**src/rtl/rsa_params.svh**
```systemverilog
`ifndef RSA_PARAMS_SVH
`define RSA_PARAMS_SVH

// ----------------------------------------------------------------------
// array geometry and widths
// ----------------------------------------------------------------------
`define RSA_X      4   // lanes per buffer row and per pe row, must be even
`define RSA_DW     16  // bits per lane word
`define RSA_ACC_W  40  // 2*dw plus 8 guard bits
`define RSA_TB_AW  6   // 64 rows in the tile buffer
`define RSA_LEN_W  4   // burst length field, rows minus one

`endif

```
**src/rtl/tile_buffer.sv**
```systemverilog
`timescale 1ns/1ns

`include "rsa_params.svh"

module tile_buffer (
  input  logic                         clk,
  input  logic                         i_wr_en,
  input  logic [`RSA_TB_AW-1:0]        i_wr_addr,
  input  logic [`RSA_X*`RSA_DW-1:0]    i_wr_row,
  input  logic                         i_rd_en,
  input  logic [`RSA_TB_AW-1:0]        i_rd_addr,
  output logic [`RSA_X*`RSA_DW-1:0]    o_rd_row
);

  localparam int DEPTH = 2 ** `RSA_TB_AW;
  localparam int ROW_W = `RSA_X * `RSA_DW;

  logic [ROW_W-1:0] mem [DEPTH];

  // write port
  always_ff @(posedge clk) begin
    if (i_wr_en) begin
      mem[i_wr_addr] <= i_wr_row;
    end
  end

  // registered read, holds when not enabled
  always_ff @(posedge clk) begin
    if (i_rd_en) begin
      o_rd_row <= mem[i_rd_addr];  // one cycle latency
    end
  end

endmodule

```
**config.mk**
```make
export PLATFORM = sky130hd
export DESIGN_NAME = tile_buffer
export DESIGN_NICKNAME = d
export VERILOG_FILES = /design/src/rtl/tile_buffer.sv
export VERILOG_INCLUDE_DIRS = /design/src /design/src/rtl
export SDC_FILE = /design/constraint.sdc
export NUM_CORES = 2
export LEC_CHECK = 0
export BUFFER_PORTS_ARGS = -buffer_cell sky130_fd_sc_hd__clkbuf_2
export CAP_MARGIN = 20
export CELL_PAD_IN_SITES_DETAIL_PLACEMENT = 1
export CELL_PAD_IN_SITES_GLOBAL_PLACEMENT = 1
export CORE_AREA = 2 2 581 583
export CTS_CLUSTER_DIAMETER = 100
export DETAILED_ROUTE_END_ITERATION = 6
export DIE_AREA = 0 0 583 585
export PLACE_DENSITY = 0.78
export SETUP_SLACK_MARGIN = 0.1
export SLEW_MARGIN = 15
export SYNTH_ARGS = -nofsm -noshare
export SYNTH_HDL_FRONTEND = slang
export SYNTH_SLANG_ARGS = --single-unit
```
**constraint.sdc**
```tcl
create_clock -name clk -period 6.4 [get_ports clk]
set_input_delay 0.96 -clock clk [delete_from_list [all_inputs] [get_ports clk]]
set_output_delay 0.96 -clock clk [all_outputs]
set_load 0.01 [all_outputs]
```
==> impl_metrics.tcl <==
set metrics [dict create \
    status "completed" \
    synth-seq-area-share_pct 79.6 \
    die_width_um 583 \
    fin_nets 7104 \
    clockBufferDepth 4 \
    worst_slack_ns 2.70 \
    coreArea_um2 335000 \
    required_ns 7.06 \
    fin_crit_sh_pct 57.7 \
    avgSynthCellArea_um2 23.8 \
    cts.root.buffer_cell "clkbuf_16" \
    synth.top_cells.by_area "edfxtp_1 80%, mux4_2 15%, mux2i_1 0.86%" \
    syn_to_final_growth_pct 13.8 \
    critPathMaxFanout 21 \
    power.density_nw_per_um2 321 \
    wl_met1_um 161000 \
    layout_commonest_cell "edfxtp_1" \
    drive_gt1_share_pct 28.6 \
    mostFrequentLayoutCells "4160 x edfxtp_1, 1024 x mux4_2, 411 x clkbuf_16, 168 x a22oi_1, 146 x buf_4" \
    grt_max_degree 105 \
    synth_top_area_cell "edfxtp_1" \
    start_util_pct 46.8 \
    post_cts_buffers 0 \
    netlist_area_um2 157000 \
    min_from "i_wr_row[8]" \
    grt_use_total_pct 28.2 \
    r2r_slack_ns 4.01 \
    drt_iter0_drc 12800 \
    max_freq_mhz 271 \
    yosysTopAreaCellShare_pct 79.6 \
    intPower_mw 45.1 \
    die_y_um 585 \
    r2r_end "o_rd_row[28]$_DFFE_PP_" \
    ys_types 32 \
    p_leak_nw 55.4 \
    hold_depth 1 \
    slew_viol_final 0 \
    grt_pass1_wl_um 668000 \
    insertion_delay_ns 0.97 \
    htreeDepth 5 \
    cts_hold_buf 0 \
    crit_type "in -> reg" \
    r2r_cells 5 \
    n_fill_cell 28400 \
    hold_class "in -> reg" \
    design_area_um2 179000 \
    reg2reg_from "mem[8][28]$_DFFE_PP_" \
    drt_wl_total_um 482000 \
    switchingPower_mw 12.3 \
    syn_nets 6677 \
    cts_tree "built" \
    setup_viol 0 \
    yosys_warnings 0 \
    cts_buffers 399 \
    dp_hpwl_um 241000 \
    worstMarginPinSlew_ns 1.25 \
    setup_tns_ns 0 \
    clock-sinks 4160 \
    clkTransAtPathRegs_ns 0.06 \
    drtAntennaViolNets 0 \
    hold_violations 0 \
    fin_worst_skew_ns 0.0699 \
    netSwitchingFraction_pct 21.4 \
    drv_cap 0 \
    antenna_found_initial 32 \
    vias_per_cell 6.75 \
    critPathCaptureType "register" \
    synth_cells 6598 \
    min_period_ns 3.70 \
    critPathArrivalTime_ns 4.35 \
    place_ws_ns 1.87 \
    start_kind "input pin" \
    overflow 0 \
    wl_met2_um 233000 \
    ir_drop_uv 283 \
    io-pin-count 143 \
    wl_per_cell_um 41.0 \
    rsz0062_at_grt "no" \
    drc 0 \
    max_slew_margin_pct 16.5 \
    power_frac_comb_pct 4.7 \
    top_layer "met5" \
    rows 213 \
    post_cts_resized 0 \
    min_to "mem[47][8]$_DFFE_PP_" \
    vias 79500 \
    placed_area_um2 165000 \
    p_seq_share_pct 52.9 \
    io_buffers 142 \
    gp_congestion 0.795 \
    wl_met3_um 56200 \
    power.share.clock_pct 42.4 \
    dieArea_um2 341000 \
    dr.pass1.iters 6 \
    grt_pass1_vias 83000 \
    synth_seq_cells 4160 \
]
how the worst max path moves through the flow:
| stage | startpoint | endpoint | slack (ns) | cells past startpoint |
|---|---|---|---|---|
| 2_1_floorplan | i_wr_addr[5] | mem[39][0]$_DFFE_PP_ | 1.41 | 4 |
| 3_3_place_gp | i_rd_addr[0] | o_rd_row[57]$_DFFE_PP_ | 1.93 | 8 |
| 3_5_place_dp | i_rd_addr[0] | o_rd_row[57]$_DFFE_PP_ | 1.87 | 8 |
| 4_1_cts | i_rd_addr[0] | o_rd_row[56]$_DFFE_PP_ | 2.84 | 8 |
| 5_1_grt | i_rd_addr[0] | o_rd_row[57]$_DFFE_PP_ | 2.64 | 8 |
| 6_report | i_rd_addr[3] | o_rd_row[56]$_DFFE_PP_ | 2.70 | 8 |
final cells by class:
class	count	area [µm²]	area share, %
Antenna cell	20	50.0	0.0280
Clock buffer	483	10600	5.91
Tap cell	4407	5510	3.09
Clock inverter	242	2650	1.48
Timing Repair Buffer	396	4080	2.28
Inverter	19	71.3	0.0399
Sequential cell	4160	125000	69.9
Multi-Input combinational cell	2049	30800	17.2
stage by stage:
stage	util, %	std cells	power, mW	hold WS [ns]
floorplan	-	6598	32.3	0.865
global placement	49.1	11000	33.4	0.893
detailed placement	49.1	11000	33.5	0.918
CTS	53.1	11700	57.4	0.421
global route	53.3	11800	58.4	0.373
finish	53.3	11800	57.4	0.382
flip-flops by register name (all words and copies together), names as in the netlist:
name      flops
o_rd_row     64
mem        4096
synthesized netlist by cell type, drive strengths merged:
cell type     n
edfxtp     4160
mux4       1024
buf         230
a22oi       168
clkbuf      140
mux2i       135
nor2        112
a22o         88
o22ai        83
and3         64
a211oi       63
nand2        58
nand3        45
o221ai       38
or3          29
nor2b        28
or2          28
a41oi        26
a2bb2oi      19
inv          19
a31oi        18
nand2b       11
and2          3
nand3b        2
nand4         2
nor3          2
a31o          1
nand4b        1
or3b          1
worst max-delay path: stages:
cell	delay, ns
clkbuf_2	0.54
nand2b_2	0.77
buf_4	0.45
nor2_4	0.41
buf_4	0.46
a2bb2oi_1	0.15
a31oi_1	0.40
a211oi_1	0.10
cell families (layout without fill, tap and decap cells):
group                  count (synthesis)  after routing  share of synthesized area, %
AOI/OAI and AO/OA                    504            504                          2.47
buffers and inverters                389           1140                          1.18
DFF                                 4160           4160                          79.6
muxes                               1159           1159                          15.6
other                                  0             20                             0
and+or+nand+nor                      386            386                          1.23
power groups by stage:
stage	Clock [mW]	Combinational, mW	Sequential (mW)
after CTS	24.4	2.60	30.4
after floorplan	0	1.41	30.9
final	24.3	2.68	30.4
after global routing	25.3	2.79	30.4
after detailed placement	0	2.56	31.0
after global placement	0	2.44	30.9
per-layer routing:
layer  track usage (%)  up-vias
met1              35.5    42100
li1                  -    29400
met5             0.350        -
met2              45.9     6487
met3              6.00     1540
met4              15.5       24
(Power assumes the default switching activity.)
