<file path="src/rtl/rsa_params.svh">
`ifndef RSA_PARAMS_SVH
`define RSA_PARAMS_SVH

// ----------------------------------------------------------------------
// array geometry and widths
// ----------------------------------------------------------------------
`define RSA_X      4   // lanes per buffer row and per pe row, must be even
`define RSA_DW     16  // bits per lane word
`define RSA_ACC_W  40  // 2*dw plus 8 guard bits
`define RSA_TB_AW  6   // 64 rows in the tile buffer
`define RSA_LEN_W  4   // burst length field, rows minus one

`endif

</file>
<file path="src/rtl/rsa_pkg.sv">
package rsa_pkg;

`include "rsa_params.svh"

  // ----------------------------------------------------------------------
  // lane mapping mode and operand target
  // ----------------------------------------------------------------------
  typedef enum logic [1:0] {
    DIR_IDLE = 2'b00,  // all lanes zero
    DIR_POS  = 2'b01,  // pass-through
    DIR_NEG  = 2'b10,  // lane reversal
    DIR_NEW  = 2'b11   // half-select by l_k_0
  } map_dir_t;

  typedef enum logic {
    TGT_A = 1'b0,  // activation path
    TGT_M = 1'b1   // weight path
  } map_tgt_t;

  // one lane word
  typedef logic [`RSA_DW-1:0] rsa_word_t;

endpackage

</file>
<file path="src/rtl/pe_row.sv">
`timescale 1ns/1ns

`include "rsa_params.svh"

module pe_row
  import rsa_pkg::*;
(
  input  logic                         clk,
  input  logic                         sys_rst,
  input  logic                         i_acc_clr,
  input  logic [`RSA_X*`RSA_DW-1:0]    i_a_row,
  input  logic                         i_a_vld,
  input  logic [`RSA_X*`RSA_DW-1:0]    i_m_row,
  input  logic                         i_m_vld,
  output logic [`RSA_X*`RSA_ACC_W-1:0] o_acc
);

  localparam int X     = `RSA_X;
  localparam int DW    = `RSA_DW;
  localparam int ACC_W = `RSA_ACC_W;

  rsa_word_t               w_q   [X];  // latched weight vector
  rsa_word_t               a_w   [X];
  logic signed [ACC_W-1:0] prod  [X];
  logic        [ACC_W-1:0] acc_q [X];

  // signed lane products, sign extended to accumulator width
  always_comb begin
    for (int i = 0; i < X; i++) begin
      a_w[i]  = i_a_row[i*DW +: DW];
      prod[i] = $signed(a_w[i]) * $signed(w_q[i]);
    end
  end

  always_ff @(posedge clk) begin
    if (sys_rst) begin
      for (int i = 0; i < X; i++) begin
        w_q[i]   <= '0;
        acc_q[i] <= '0;
      end
    end else begin
      for (int i = 0; i < X; i++) begin
        if (i_m_vld) begin
          w_q[i] <= i_m_row[i*DW +: DW];
        end
        if (i_acc_clr) begin
          acc_q[i] <= '0;  // clear wins over accumulate
        end else if (i_a_vld) begin
          acc_q[i] <= acc_q[i] + prod[i];  // wraps mod 2**acc_w
        end
      end
    end
  end

  always_comb begin
    for (int i = 0; i < X; i++) begin
      o_acc[i*ACC_W +: ACC_W] = acc_q[i];
    end
  end

endmodule

</file>
<file path="config.mk">
export PLATFORM = sky130hd
export DESIGN_NAME = pe_row
export DESIGN_NICKNAME = d
export VERILOG_FILES = /design/src/rtl/rsa_pkg.sv /design/src/rtl/pe_row.sv
export VERILOG_INCLUDE_DIRS = /design/src /design/src/rtl
export SDC_FILE = /design/constraint.sdc
export NUM_CORES = 2
export LEC_CHECK = 0
export ABC_AREA = 1
export BUFFER_PORTS_ARGS = -buffer_cell sky130_fd_sc_hd__buf_4
export CAP_MARGIN = 40
export CORE_MARGIN = 8
export CORE_UTILIZATION = 54
export DETAILED_ROUTE_END_ITERATION = 8
export PLACE_DENSITY = 0.71
export SLEW_MARGIN = 0
export SYNTH_ARGS = -nofsm -noshare
export SYNTH_HDL_FRONTEND = slang
export SYNTH_SLANG_ARGS = --single-unit
export TNS_END_PERCENT = 20
</file>
<file path="constraint.sdc">
create_clock -name clk -period 13.5 [get_ports clk]
set_input_delay 1.35 -clock clk [delete_from_list [all_inputs] [get_ports clk]]
set_output_delay 1.35 -clock clk [all_outputs]
set_load 0.02 [all_outputs]
</file>
==> results.ini <==
[outcome]
status = finished, final reports clean

[timing]
worstMarginPinSlew_ps = 886
hold_viol_final = 0
max_clock_freq_ghz = 0.117
fin_skew_ps = 27.4
fin_crit_ps = 8530
finalSetupViolations = 0
period_share = 0.632
slew_headroom = 0.409
final.setup.tns_ps = 0
slew_viol_final = 0
rsz0062_at_grt = false

[yosys]
synth-async-reset-ratio = 0
synthCells = 8204
synth-edff-count = 224
yosysTopAreaCellShare = 0.346
yosysSeqAreaShare = 0.111
synth_area_leader_cell = fa_1
syn_nets = 9889
synth-seq-cells = 224
syn_area_per_cell_um2 = 7.42
ys_warn_count = 0
synth_top_flop_cell = edfxtp_1
syn_area_um2 = 60900
yosys-top-cells-area = fa_1, inv_1, nand2_1
yosysUniqueCellTypes = 50

[drt]
postRouteAntennaNets = 0
routedWlPerCell_um = 17.0
dr.pass1.iters = 6
routed_wl_um = 167000
vias_per_cell = 5.20
drc = 0
via_count = 51038
drt_iter0_markers = 3544

[setup_path]
max_stage_delay_ps = 770
r2r-start = w_q[2][1]
required_ps = 13860
worst_ep_arrival_time_ps = 8890
critPathMaxFanout = 16
crit_family = adder cells
cp_num_buf_inv = 8
cpMostUsedCell = nand2_1
cp_slowest_cell = fa_1
endpoint_kind = flop
start_kind = input pin
crit_type = input pin to flop
startpoint = i_a_row[47]
reg2reg_slack_ps = 5020
r2r-end = acc_q[2][33]
reg2reg_depth = 32

[clock_tree]
cts_tree = done
ctsHoldBuffers = 0
clk_latency_ps = 610
clockBufferDepth = 3
numCtsBuffers = 36
clk_pin_slew_ps = 60
root_buffer = clkbuf_16
htreeDepth = 2
post-cts-setup-buffers = 0
cts-resized-gates = 0
clkSinkCount = 224

[die]
dieArea_um2 = 124000
start_util = 0.543
rows = 123
core_area_um2 = 112000
die_h_um = 352
fp.dieW_um = 352
design.portCount = 293

[final_layout]
drive_above_1_share = 0.0534
syn2layout_area_growth_pct = 7.40
fin_nets = 9976

[grt]
grt_pass1_vias = 53229
overflow = 0
antenna_found_initial = 1
grt_max_degree = 69
grt_pass1_wl_um = 275000
grtUsageTotal = 0.276

[worst_hold_path]
whs_path_depth = 3
hp-class = flop to flop
hp-start = acc_q[1][0]
holdPathEnd = acc_q[1][0]

[placement]
portBuffers = 292
gp_congestion = 0.973
dp_hpwl_um = 143000

[flow_run]
maxCapViolCount = 0

## worst reg2reg max path: cells and delay by family, from the launching register on
kind,cells,cell delay (ps)
adders and majority gates,8,4270
and+or+nand+nor,17,2360
DFF,1,820
buffers and inverters,7,760
## metal layers
metal,track usage,up-vias,routed length [µm]
met5,0,-,0
met4,0.0879,0,5370
met3,0.0495,253,12800
met2,0.452,1566,78100
met1,0.373,24844,71000
li1,-,24375,-
## synthesized netlist by cell type, drive strengths merged (40+ instances only)
| cell type | count |
|---|---|
| inv | 2207 |
| ha | 500 |
| nand4 | 47 |
| a21oi | 372 |
| nand2 | 2091 |
| fa | 1052 |
| o21bai | 46 |
| clkbuf | 240 |
| o21ai | 207 |
| edfxtp | 224 |
| a21o | 40 |
| nor2 | 657 |
| nor3 | 52 |
| nand3 | 203 |
| xor2 | 68 |
## layout make-up
class | count | area (µm²)
clock buffers | 41 | 962
repair buffers | 305 | 2360
multi-input cells | 5516 | 44900
inverters | 2208 | 8290
diodes | 1 | 2.50
well taps | 1500 | 1880
fillers | 10490 | 46800
flip-flops and latches | 224 | 6730
clock inverters | 21 | 244
## placed cells by master (no fill, tap or decap), types with 9 or more instances in the layout
master and count:
o21ai_1 9, nand2_1 2082, a21o_1 40, xnor2_1 39, nor3_1 48, buf_4 301, a21oi_1 366, a31oi_1 21
and2_1 10, a21boi_0 10, or2_2 20, ha_1 500, fa_1 1052, o211ai_1 10, o21ai_0 183, o21bai_1 43
inv_1 2202, o21a_1 32, clkbuf_16 38, o21ai_2 14, nand3_1 195, edfxtp_1 224, nor2_1 652, nand3b_1 14
xor2_1 68, nand4_1 47
## sequential cells by signal (all words and copies together), names as in the netlist
| register | flops |
|---|---|
| w_q | 64 |
| acc_q | 160 |
## stage by stage
step,hold WS (ps),area (µm²),setup slack [ps],utilization,cells
floorplan,824,60900,5530,-,8204
global placement,689,64100,4570,0.571,9749
detailed placement,729,64200,4480,0.572,9753
CTS,742,65400,5100,0.583,9815
global route,793,65400,4530,0.583,9815
finish,726,65400,4970,0.583,9816
## logic make-up (layout without fill, tap and decap cells)
group,Yosys count,after routing,share of synthesized area
flip-flops,224,224,0.111
XOR/XNOR,107,107,0.0154
buffers and inverters,2464,2575,0.152
other,0,1,0
adder cells (fa/ha/maj),1552,1552,0.449
AND/OR/NAND/NOR,3108,3108,0.203
AO/OA/AOI/OAI,749,749,0.0700
## worst max path at each step
stage | slack [ps] | endpoint | cells past startpoint
5_1_grt | 4530 | acc_q[2][39] | 33
4_1_cts | 5100 | acc_q[2][39] | 33
2_1_floorplan | 5530 | acc_q[2][39] | 32
3_5_place_dp | 4480 | acc_q[2][39] | 33
3_3_place_gp | 4570 | acc_q[2][39] | 33
6_report | 4970 | acc_q[2][33] | 33
Power is left out: the tool's default activity adds up to more than one toggle a clock period on the data nets, which glitch-free logic cannot reach.
